[config.mk]
export PLATFORM = sky130hd
export DESIGN_NAME = axi_mem_reg_stage
export DESIGN_NICKNAME = d
export VERILOG_FILES = /design/src/hdl/mem_types_pkg.sv /design/src/hdl/axi_chan_pkg.sv /design/src/hdl/axi_mem_reg_stage.sv /design/src/hdl/ready_enable_fifo.sv
export SDC_FILE = /design/constraint.sdc
export NUM_CORES = 1
export LEC_CHECK = 0
export BUFFER_PORTS_ARGS = -buffer_cell sky130_fd_sc_hd__buf_2
export CORE_UTILIZATION = 50
export CTS_CLUSTER_DIAMETER = 30
export DETAILED_ROUTE_END_ITERATION = 16
export PLACE_DENSITY = 0.84
export SYNTH_ARGS = -nofsm -noshare
export SYNTH_HDL_FRONTEND = slang
export SYNTH_SLANG_ARGS = --single-unit
[constraint.sdc]
create_clock -name clk -period 7.2 [get_ports clk]
set_input_delay 1.8 -clock clk [delete_from_list [all_inputs] [get_ports clk]]
set_output_delay 1.8 -clock clk [all_outputs]
set_load 0.01 [all_outputs]
[src/hdl/mem_types_pkg.sv]
package mem_types_pkg;

    // Word address width; the memory decodes only its low MEM_DEPTH_LOG2 bits
    localparam int ADDR_W = 16;

    // Data word width, a whole number of bytes
    localparam int DATA_W = 32;

    // Transaction tag width, echoed back on B and R
    localparam int ID_W = 4;

    typedef logic [ADDR_W-1:0]   addr_t;
    typedef logic [DATA_W-1:0]   data_t;

    // One strobe bit per byte lane of the data word
    typedef logic [DATA_W/8-1:0] strb_t;

    typedef logic [ID_W-1:0]     id_t;
    typedef logic [1:0]          resp_t;

    // AXI response codes used by the memory
    localparam resp_t RESP_OKAY   = 2'b00;
    localparam resp_t RESP_SLVERR = 2'b10;

endpackage
[src/hdl/axi_chan_pkg.sv]
package axi_chan_pkg;

    import mem_types_pkg::*;

    // Write address beat, single word, no burst fields
    typedef struct packed {
        id_t   id;
        addr_t addr;
    } aw_t;

    // Write data beat with its byte strobes
    typedef struct packed {
        data_t data;
        strb_t strb;
    } w_t;

    // Write response, carries the ID of the write it answers
    typedef struct packed {
        id_t   id;
        resp_t resp;
    } b_t;

    // Read address beat
    typedef struct packed {
        id_t   id;
        addr_t addr;
    } ar_t;

    // Read data beat with the echoed ID and a response code
    typedef struct packed {
        id_t   id;
        data_t data;
        resp_t resp;
    } r_t;

endpackage

[src/hdl/axi_mem_reg_stage.sv]
`timescale 1ns/100ps

module axi_mem_reg_stage
    import axi_chan_pkg::*;
(
    input  logic clk,
    input  logic reset,

    // Upstream side, toward the requester ports
    input  logic up_awvalid,
    input  aw_t  up_aw,
    output logic up_awready,
    input  logic up_wvalid,
    input  w_t   up_w,
    output logic up_wready,
    input  logic up_arvalid,
    input  ar_t  up_ar,
    output logic up_arready,
    output logic up_bvalid,
    output b_t   up_b,
    input  logic up_bready,
    output logic up_rvalid,
    output r_t   up_r,
    input  logic up_rready,

    // Downstream side, toward the memory
    output logic dn_awvalid,
    output aw_t  dn_aw,
    input  logic dn_awready,
    output logic dn_wvalid,
    output w_t   dn_w,
    input  logic dn_wready,
    output logic dn_arvalid,
    output ar_t  dn_ar,
    input  logic dn_arready,
    input  logic dn_bvalid,
    input  b_t   dn_b,
    output logic dn_bready,
    input  logic dn_rvalid,
    input  r_t   dn_r,
    output logic dn_rready
);

    // Each channel is registered on its own, so a stall on one never holds another

    // Request channels flow from up to down
    ready_enable_fifo #(.N_DATA_BITS($bits(aw_t))) aw (
        .clk             (clk),
        .reset           (reset),
        .enable_from_src (up_awvalid),
        .data_from_src   (up_aw),
        .ready_to_src    (up_awready),
        .enable_to_dst   (dn_awvalid),
        .data_to_dst     (dn_aw),
        .ready_from_dst  (dn_awready)
    );

    ready_enable_fifo #(.N_DATA_BITS($bits(w_t))) w (
        .clk             (clk),
        .reset           (reset),
        .enable_from_src (up_wvalid),
        .data_from_src   (up_w),
        .ready_to_src    (up_wready),
        .enable_to_dst   (dn_wvalid),
        .data_to_dst     (dn_w),
        .ready_from_dst  (dn_wready)
    );

    ready_enable_fifo #(.N_DATA_BITS($bits(ar_t))) ar (
        .clk             (clk),
        .reset           (reset),
        .enable_from_src (up_arvalid),
        .data_from_src   (up_ar),
        .ready_to_src    (up_arready),
        .enable_to_dst   (dn_arvalid),
        .data_to_dst     (dn_ar),
        .ready_from_dst  (dn_arready)
    );

    // Response channels flow from down to up
    ready_enable_fifo #(.N_DATA_BITS($bits(b_t))) b (
        .clk             (clk),
        .reset           (reset),
        .enable_from_src (dn_bvalid),
        .data_from_src   (dn_b),
        .ready_to_src    (dn_bready),
        .enable_to_dst   (up_bvalid),
        .data_to_dst     (up_b),
        .ready_from_dst  (up_bready)
    );

    ready_enable_fifo #(.N_DATA_BITS($bits(r_t))) r (
        .clk             (clk),
        .reset           (reset),
        .enable_from_src (dn_rvalid),
        .data_from_src   (dn_r),
        .ready_to_src    (dn_rready),
        .enable_to_dst   (up_rvalid),
        .data_to_dst     (up_r),
        .ready_from_dst  (up_rready)
    );

endmodule

[src/hdl/ready_enable_fifo.sv]
`timescale 1ns/100ps

module ready_enable_fifo #(
    parameter int N_DATA_BITS = 32
)
(
    input  logic                   clk,
    input  logic                   reset,

    input  logic                   enable_from_src,
    input  logic [N_DATA_BITS-1:0] data_from_src,
    output logic                   ready_to_src,

    output logic                   enable_to_dst,
    output logic [N_DATA_BITS-1:0] data_to_dst,
    input  logic                   ready_from_dst
);

    // Entry 0 is always the oldest beat and drives the destination
    logic [N_DATA_BITS-1:0] entry0;
    logic [N_DATA_BITS-1:0] entry1;

    // Number of held beats, 0 to 2
    logic [1:0] count;

    logic push;
    logic pop;

    // Both handshake outputs come only from the fill count, so there is no
    // combinational path from ready_from_dst back to ready_to_src
    assign ready_to_src  = (count != 2'd2);
    assign enable_to_dst = (count != 2'd0);
    assign data_to_dst   = entry0;

    assign push = enable_from_src && ready_to_src;
    assign pop  = enable_to_dst && ready_from_dst;

    always_ff @(posedge clk)
    begin
        if (reset)
        begin
            count <= 2'd0;
        end
        else if (push && !pop)
        begin
            count <= count + 2'd1;
        end
        else if (pop && !push)
        begin
            count <= count - 2'd1;
        end
    end

    // Only the entries below the fill count hold live beats
    always_ff @(posedge clk)
    begin
        if (pop)
        begin
            // When full the second entry moves up, otherwise a beat arriving on
            // the same edge takes the head slot directly
            entry0 <= (count == 2'd2) ? entry1 : data_from_src;
        end
        else if (push)
        begin
            if (count == 2'd0)
            begin
                entry0 <= data_from_src;
            end
            else
            begin
                entry1 <= data_from_src;
            end
        end
    end

    // A source refused by a full buffer keeps offering the same beat
    a_full_src_hold: assert property (@(posedge clk) disable iff (reset)
        enable_from_src && !ready_to_src |=> enable_from_src && $stable(data_from_src));

    // A stalled output beat may not change or vanish before it is taken
    a_out_stable: assert property (@(posedge clk) disable iff (reset)
        enable_to_dst && !ready_from_dst |=> enable_to_dst && $stable(data_to_dst));

endmodule

==> summary.md, run 1 <==
| Metric | Value |
|---|---|
| Share of synthesized area occupied by flip-flops and latches | 77.20% |
| Yosys cell types | 23 |
| Number of nets in the layout | 895 |
| Number of warning messages in the yosys log | 0 |
| Lkg Pwr | about 5.1 nW |
| Buf+Inv Stages, Crit Path | 1 |
| Clock transition at the register clock pins on the worst setup and hold paths after CTS | roughly 0.040 ns |
| Maximum number of pins on one net before global-route repair | 39 |
| Category of the worst setup path capture point | primary output |
| Initial antenna violation count | 0 |
| Ratio of final minimum period to clock period | around 44% |
| Clock sink count | 250 |
| Synth Area in XOR/XNOR | 0.9129% |
| Simple-gate area share of the yosys netlist | 2.608% |
| Global-route wire length before repair | 27610 µm |
| Number of hold violations in the final report | 0 |
| Multiplexer area fraction after synthesis | between 10% and 20% |
| Clock buffers created by TritonCTS | 43 |
| Number of pins exceeding their max-slew limit in the final report | 0 |
| Total number of vias | 5118 |
| Placeable core region | approximately 0.019 mm² |
| Worst-Skew Late Latency | about 0.50 ns |
| Worst IR Drop VDD | about 0.00026 V |
| DRC Markers | 0 |
| Filler cell count | 1252 |
| Worst min-delay path endpoint | b.count[1]$_SDFFE_PP0P_ |
| Tmin final | 3.154 ns |
| Level count of the clock H-tree | 2 |
| Worst min path class | reg -> reg |
| Sequential cell area | 0.007407 mm² |
| Placed wire-length estimate after detailed placement | 11670 µm |
| Overall fraction of global-route tracks in use | a little under a fifth |
| Count of state elements after synthesis | 250 |
| Peak fanout along the critical path | 5 |
| Number of antenna-violating nets in the routed design | 0 |
| Skew final | 0.02126 ns |
| Power density over the cells | 394.0 mW/mm² |
| Post-Syn Instances | 461 |
| Startpoint of the tightest hold check path | b.count[1]$_SDFFE_PP0P_ |
| Number of cell rows | 50 |
| Detailed Route Iter0 Violations | approximately 230 |
| Y dimension of the die | 140.5 µm |
| Status | finished, final reports clean |
| # IOs | 262 |
| P&R area growth vs syn | 30.49% |
| Unrepaired setup endpoints after global routing | false |
| R2R depth | 2 |
| Cell type group with the largest total delay on the critical path | simple AND/OR/NAND/NOR gates |
| Data arrival time of the critical path | 1.35 ns |
| Design Power | 4.932 mW |
| Post-CTS setup buffer count | 0 |
| Final wirelength | between 15000 and 20000 µm |
| Buffer type at the clock tree root | sky130_fd_sc_hd__clkbuf_16 |
| Multi-input combinational cell area | 0.002069 mm² |
| Sum Neg Setup Slack | 0 ns |
| Compound-cell area share of the yosys netlist | less than 1% |
| Critical Path RT | 5.40 ns |
| Clk buf depth | 3 |
| Critical path depth | 2 |
| Clock tree from TritonCTS | done |
| Combinational family with the most area after synthesis | multiplexers |
| RR Startpoint | ar.count[0]$_SDFFE_PP0P_ |
| Setup Crit Path Kind | reg -> out |
| Number of maximum-capacitance constraint violations | 0 |
| Total overflow reported by the global router | 0 |
| Cell area after technology mapping | 0.009594 mm² |
| CP max-delay cell | sky130_fd_sc_hd__or2_2 |
| Post-Synthesis Net Count | 598 |
| Number of endpoints failing setup at the final stage | 0 |
| Headroom to the max-slew limit | 25.79% |
| Avg Synthesized Cell Area | between 20 and 25 µm² |
| Placer Congestion | 0.7430 |
| Reg2reg setup slack | 5.19 ns |
| Worst-margin pin slew | 1.109 ns |
| Share of the core filled with cells in the final layout | 66.71% |
| Via count of the first global-routing pass | 5412 |
| Share of final-layout standard cells stronger than drive strength 1 | roughly three fifths |
| CTS-repair resized insts | 0 |
| Die X | 140.5 µm |
| Die area | 0.01975 mm² |
| Maximum cell stage delay along the critical path | approximately 0.36 ns |
| Crit path cell chain | or2_2 -> buf_2 |
| Synthesized-area fraction occupied by adder cells | less than 1% |
| Number of detailed-route iterations in the first pass | 4 |
| Startpoint kind of the worst setup timing path | register |
| FMAX | roughly 320 MHz |
| Hold depth | 2 |
| Via density | 4.988 |
| Endpoint of the worst register-to-register path | ar.data_to_dst[6]$_DFFE_PP_ |
| Cts-stage hold buffer count | 0 |
| Diodes inserted | 0 |
| Starting density of the core | 51.12% |
| Routed wire per std cell | 17.38 µm |
| Buffers on Ports | roughly 260 |
[worst reg2reg max path: stages, from the launching register on]
cell,delay [ns]
sky130_fd_sc_hd__dfxtp_1,0.36
sky130_fd_sc_hd__nand3b_1,0.82
sky130_fd_sc_hd__mux2_2,0.58
[metal layers]
| metal | wire, µm | part of all wire (%) | track usage (%) | vias to the layer above |
|---|---|---|---|---|
| met3 | 1181 | 6.6 | 4.991 | 39 |
| met2 | 8808 | 49 | 30.82 | 198 |
| met1 | 7406 | 42 | 21.85 | 2478 |
| met4 | 435 | 2.4 | 7.780 | 0 |
| met5 | 0 | 0 | 0 | - |
| li1 | - | - | - | 2403 |
[kinds of logic (layout without fill, tap and decap cells)]
kind of cell	Yosys count	count (layout)
AOI/OAI and AO/OA	15	15
and+or+nand+nor	43	43
xor gates and xnor gates	10	10
DFF	250	250
buffers and inverters	18	349
muxes	120	120
adders and majority gates	5	5
[power breakdown]
group / internal (mW) / switching, mW / total (mW)
logic: 0.396 / 0.548 / 0.944
registers: 1.98 / 0.0920 / 2.08
clock network: 1.27 / 0.646 / 1.91
total: 3.65 / 1.29 / 4.93
[metrics by stage]
stage / hold WS, ns / std cells / instance area (µm²) / setup WS, ns
floorplan: 0.4797 / 461 / 9594 / 2.181
global placement: 0.4974 / 947 / 11120 / 3.781
detailed placement: 0.5147 / 947 / 11120 / 3.733
CTS: 0.5240 / 1026 / 12520 / 4.015
global route: 0.5468 / 1026 / 12520 / 4.000
finish: 0.5232 / 1026 / 12520 / 4.046
[area by class of cell]
type                    instances  area share, %
clock buffers                  62          9.904
repair buffers                265          10.67
clock inverters                17          1.239
flip-flops and latches        250          59.16
inverters                       5         0.1499
multi-input cells             193          16.53
well taps                     234          2.339
[sequential cells by signal (all words and copies together), names as in the netlist, 20 cells and up]
register        count
aw.entry1          20
w.entry1           36
r.data_to_dst      38
ar.data_to_dst     20
r.entry1           38
ar.entry1          20
aw.data_to_dst     20
w.data_to_dst      36
[Yosys cell counts]
cell type                  instances  area, µm²
sky130_fd_sc_hd__edfxtp_1        240       7207
sky130_fd_sc_hd__mux2_2           70      788.3
sky130_fd_sc_hd__mux2_4           50      750.7
sky130_fd_sc_hd__dfxtp_1          10      200.2
sky130_fd_sc_hd__o21ai_0          10      50.05
sky130_fd_sc_hd__xor2_1           10      87.58
sky130_fd_sc_hd__nand2_1           8      30.03
sky130_fd_sc_hd__nor2_1            8      30.03
sky130_fd_sc_hd__a21oi_1           5      25.02
sky130_fd_sc_hd__and2_1            5      31.28
sky130_fd_sc_hd__buf_12            5      100.1
sky130_fd_sc_hd__ha_1              5      62.56
sky130_fd_sc_hd__inv_1             5      18.77
sky130_fd_sc_hd__nand2b_1          5      31.28
sky130_fd_sc_hd__or2_2             5      31.28
sky130_fd_sc_hd__or3_1             5      31.28
sky130_fd_sc_hd__buf_2             4      20.02
sky130_fd_sc_hd__nand3b_1          4      30.03
sky130_fd_sc_hd__buf_6             2      22.52
sky130_fd_sc_hd__nor3b_1           2      15.01
sky130_fd_sc_hd__buf_4             1      7.510
sky130_fd_sc_hd__clkbuf_1          1      3.750
sky130_fd_sc_hd__nand3b_4          1      20.02
[worst max path at each step]
| stage | from | to | slack [ns] |
|---|---|---|---|
| 2_1_floorplan | dn_rvalid | r.data_to_dst[0]$_DFFE_PP_ | 2.18 |
| 3_3_place_gp | dn_arready | ar.data_to_dst[19]$_DFFE_PP_ | 3.78 |
| 3_5_place_dp | dn_arready | ar.data_to_dst[4]$_DFFE_PP_ | 3.73 |
| 4_1_cts | r.count[1]$_SDFFE_PP0P_ | up_rvalid | 4.01 |
| 5_1_grt | r.count[1]$_SDFFE_PP0P_ | up_rvalid | 4.00 |
| 6_report | r.count[1]$_SDFFE_PP0P_ | up_rvalid | 4.05 |
[cells in the final DEF, fill, tap and decap left out, drive strengths merged, types with 7 or more instances in the layout]
cell / n
buf: 265
edfxtp: 240
mux2: 120
clkbuf: 62
xor2: 10
dfxtp: 10
o21ai: 10
clkinv: 9
nand2: 8
nor2: 8
inv: 7
Note: power is estimated with default switching activity, not from simulation.
==> inputs of run 2 (changes only) <==
- ABC_AREA: default -> 1
- CORE_UTILIZATION: 50 -> 47
- PLACE_DENSITY: 0.84 -> 0.83
- clock period: 7.2 -> 2.7 ns (I/O delays scaled with it)
==> run 2 against run 1 <==
Routed wire length grew 24%. Count of clock-buffer cells in the layout decreased by 8. Design area rose by 3.8%. Global-route usage rose by 2.5 points. Sequential share of layout area decreased by 2.2 points. Clock skew is 0.0012 ns lower. Final cell count rose by 34%. Critical path depth increased by 2.
==> summary.md, run 2 <==
| Metric | Value |
|---|---|
| Leading cell type in the layout, fill and taps excluded | sky130_fd_sc_hd__nand2_1 (was sky130_fd_sc_hd__buf_2) |
| Via density | 5.026 (was 4.988) |
| Summed area of non-filler cells in the final layout | 0.01299 mm² (was 0.01252 mm²) |
| Final wirelength | 22040 µm (was 17830 µm) |
| Level count of the clock H-tree | 2 (unchanged) |
| Number of warning messages in the yosys log | 0 (unchanged) |
| Yosys cell types | 20 (was 23) |
| Worst IR Drop VDD | 0.0007675 V (was 0.0002554 V) |
| Filler cell count | 1455 (was 1252) |
| Status | finished, final reports clean (unchanged) |
| Tmin final | 2.289 ns |
| Cell count after placement | 1280 (was 947) |
| Number of cell rows | 52 (was 50) |
| Worst-Skew Late Latency | 0.52 ns (was 0.50 ns) |
| Cell Area, Placed | 0.01133 mm² (was 0.01112 mm²) |
| Peak fanout along the critical path | 24 (was 5) |
| Clock sink count | 250 (unchanged) |
| Main flop type after synthesis | sky130_fd_sc_hd__edfxtp_1 (unchanged) |
| Placer Congestion | 0.8073 (was 0.7430) |
| Setup Crit Path Kind | reg -> out (unchanged) |
| Cell area after technology mapping | 0.009673 mm² (was 0.009594 mm²) |
| Clock buffers created by TritonCTS | 46 (was 43) |
| Routed wire per std cell | 16.09 µm (was 17.38 µm) |
| Area share of the largest cell type after synthesis | 74.51% (was 75.12%) |
| Overall fraction of global-route tracks in use | 20.64% (was 18.15%) |
| Sequential cell area | 0.007407 mm² (unchanged) |
| Ys async rst share | 0% (unchanged) |
| Detailed Route Iter0 Violations | 377 (was 231) |
| Headroom to the max-slew limit | 31.35% (was 25.79%) |
| Clock tree from TritonCTS | done (unchanged) |
| Number of antenna-violating nets in the routed design | 0 (unchanged) |
| FMAX | about 440 MHz |
| Worst-case setup margin in the final layout | 0.4108 ns (was 4.046 ns) |
| Number of maximum-capacitance constraint violations | 0 (unchanged) |
| Share of the core filled with cells in the final layout | 64.22% (was 66.71%) |
| Biggest area consumer among synthesized cells | sky130_fd_sc_hd__edfxtp_1 (unchanged) |
| Initial antenna violation count | 3 (was 0) |
| Skew final | 0.02007 ns (was 0.02126 ns) |
| Buffers on Ports | 261 (unchanged) |
| Leading cell type by number of instances after synthesis | sky130_fd_sc_hd__nand2_1 (was sky130_fd_sc_hd__edfxtp_1) |
| Maximum number of pins on one net before global-route repair | 37 (was 39) |
| Count of state elements after synthesis | 250 (unchanged) |
| Multi-input combinational cell area | 0.001987 mm² (was 0.002069 mm²) |
| Clock transition at the register clock pins on the worst setup and hold paths after CTS | 0.05 ns (was 0.04 ns) |
| Via count of the first global-routing pass | 6966 (was 5412) |
| Unrepaired setup endpoints after global routing | false (unchanged) |
| Ratio of final minimum period to clock period | 84.78% |
| Number of hold violations in the final report | 0 (unchanged) |
| Number of endpoints failing setup at the final stage | 0 (unchanged) |
| Post-route non-filler standard cell count | 1370 (was 1026) |
| Cts-stage hold buffer count | 0 (unchanged) |
| Category of the worst setup path capture point | primary output (unchanged) |
| Buffer type at the clock tree root | sky130_fd_sc_hd__clkbuf_16 (unchanged) |
| Starting density of the core | 47.80% (was 51.12%) |
| Critical Path RT | 2.03 ns (was 5.40 ns) |
| Leading cell types in the layout, fill and taps excluded | 274 x sky130_fd_sc_hd__nand2_1, 261 x sky130_fd_sc_hd__buf_2, 240 x sky130_fd_sc_hd__edfxtp_1, 125 x sky130_fd_sc_hd__nand3_1, 47 x sky130_fd_sc_hd__clkbuf_16 (was 261 x sky130_fd_sc_hd__buf_2, 240 x sky130_fd_sc_hd__edfxtp_1, 70 x sky130_fd_sc_hd__mux2_2, 50 x sky130_fd_sc_hd__mux2_4, 45 x sky130_fd_sc_hd__clkbuf_16) |
| Data arrival time of the critical path | 1.61 ns (was 1.35 ns) |
| Worst-margin pin slew | 1.030 ns (was 1.109 ns) |
| Die X | 145.5 µm (was 140.5 µm) |
| Avg Synthesized Cell Area | 12.60 µm² (was 20.81 µm²) |
| # IOs | 262 (unchanged) |
| Placed wire-length estimate after detailed placement | 14520 µm (was 11670 µm) |
| Total number of vias | 6886 (was 5118) |
| Dominant cells by area after synthesis | sky130_fd_sc_hd__edfxtp_1 75%, sky130_fd_sc_hd__nand2_1 11%, sky130_fd_sc_hd__nand3_1 6.5% (was sky130_fd_sc_hd__edfxtp_1 75%, sky130_fd_sc_hd__mux2_2 8.2%, sky130_fd_sc_hd__mux2_4 7.8%) |
| Share of final-layout standard cells stronger than drive strength 1 | 33.39% (was 58.71%) |
| Number of nets in the layout | 1195 (was 895) |
| Post-CTS setup buffer count | 0 (unchanged) |
| Worst min path class | in -> reg (was reg -> reg) |
| Total overflow reported by the global router | 0 (unchanged) |
| CTS-repair resized insts | 0 (unchanged) |
| Global-route wire length before repair | 34530 µm (was 27610 µm) |
| Number of pins exceeding their max-slew limit in the final report | 0 (unchanged) |
| Number of detailed-route iterations in the first pass | 5 (was 4) |
| Lkg Pwr | 5.622 nW (was 5.075 nW) |
| Post-Synthesis Net Count | 905 (was 598) |
| Power density over the cells | 1153 mW/mm² (was 394.0 mW/mm²) |
| Share of synthesized area occupied by flip-flops and latches | 76.57% (was 77.20%) |
| Top cells by count, synth | 274 x sky130_fd_sc_hd__nand2_1, 240 x sky130_fd_sc_hd__edfxtp_1, 125 x sky130_fd_sc_hd__nand3_1 (was 240 x sky130_fd_sc_hd__edfxtp_1, 70 x sky130_fd_sc_hd__mux2_2, 50 x sky130_fd_sc_hd__mux2_4) |
| Clk buf depth | 3 (unchanged) |
| Y dimension of the die | 145.5 µm (was 140.5 µm) |
| Final-layout worst hold slack | 0.3399 ns (was 0.5232 ns) |
| Post-Syn Instances | 768 (was 461) |
| DRC Markers | 0 (unchanged) |
| Die area | 0.02116 mm² (was 0.01975 mm²) |
| Number of synthesized flops with an enable pin | 240 (unchanged) |
| Worst setup slack after placement | 0.5314 ns (was 3.733 ns) |
| Placeable core region | 0.02023 mm² (was 0.01877 mm²) |
| P&R area growth vs syn | 34.33% (was 30.49%) |
| Startpoint kind of the worst setup timing path | register (unchanged) |
==> run 2: stage by stage <==
stage | power, mW | TNS, ns
finish | 14.98 | 0
global route | 15.65 | 0
CTS | 15.12 | 0
detailed placement | 9.040 | 0
global placement | 8.901 | 0
floorplan | 7.681 | -2.943
==> run 2: per-layer routing <==
metal  GRT usage [%]  share of wire (%)  up-vias
met5               0                  0        -
met4           8.789                3.3        0
met3           6.583                8.2       55
met2           35.91                 50      320
met1           23.42                 38     3237
li1                -                  -     3274
==> run 2: final timing paths <==
kind	startpoint	endpoint	slack, ns	cells past startpoint
hold reg to reg	r.entry1[11]$_DFFE_PP_	r.data_to_dst[11]$_DFFE_PP_	0.54	2
setup / recovery	r.count[1]$_SDFFE_PP0P_	dn_rready	0.41	4
setup reg to reg	aw.count[1]$_SDFFE_PP0P_	aw.data_to_dst[17]$_DFFE_PP_	0.75	5
hold / removal	dn_r[6]	r.entry1[6]$_DFFE_PP_	0.34	1
==> run 2: cell type report <==
class | instances | area share [%]
clock buffers | 54 | 9.254
well taps | 270 | 2.600
inverters | 36 | 1.040
repair buffers | 279 | 11.29
multi-input cells | 445 | 15.29
flip-flops and latches | 250 | 57.01
clock inverters | 32 | 3.447
diodes | 4 | 0.07703
==> run 2: power by group <==
group | internal, mW | total (mW) | leakage (nW) | switching [mW]
logic | 1.03 | 3.21 | 2.48 | 2.19
registers | 5.50 | 5.76 | 2.34 | 0.268
clock network | 4.14 | 6.00 | 0.797 | 1.86
total | 10.7 | 15.0 | 5.62 | 4.31
==> run 2: kinds of logic after synthesis <==
| logic type | synth area share (%) |
|---|---|
| simple gates | 18.51 |
| flops | 76.57 |
| buf+inv | 3.492 |
| compound gates | 0.7761 |
| fa+ha+maj | 0.6467 |
==> run 2: worst max-delay path, stage by stage, from the launching register on <==
cell,delay (ns)
sky130_fd_sc_hd__dfxtp_1,0.34
sky130_fd_sc_hd__inv_2,0.06
sky130_fd_sc_hd__nor2_4,0.44
sky130_fd_sc_hd__inv_1,0.09
sky130_fd_sc_hd__buf_2,0.16
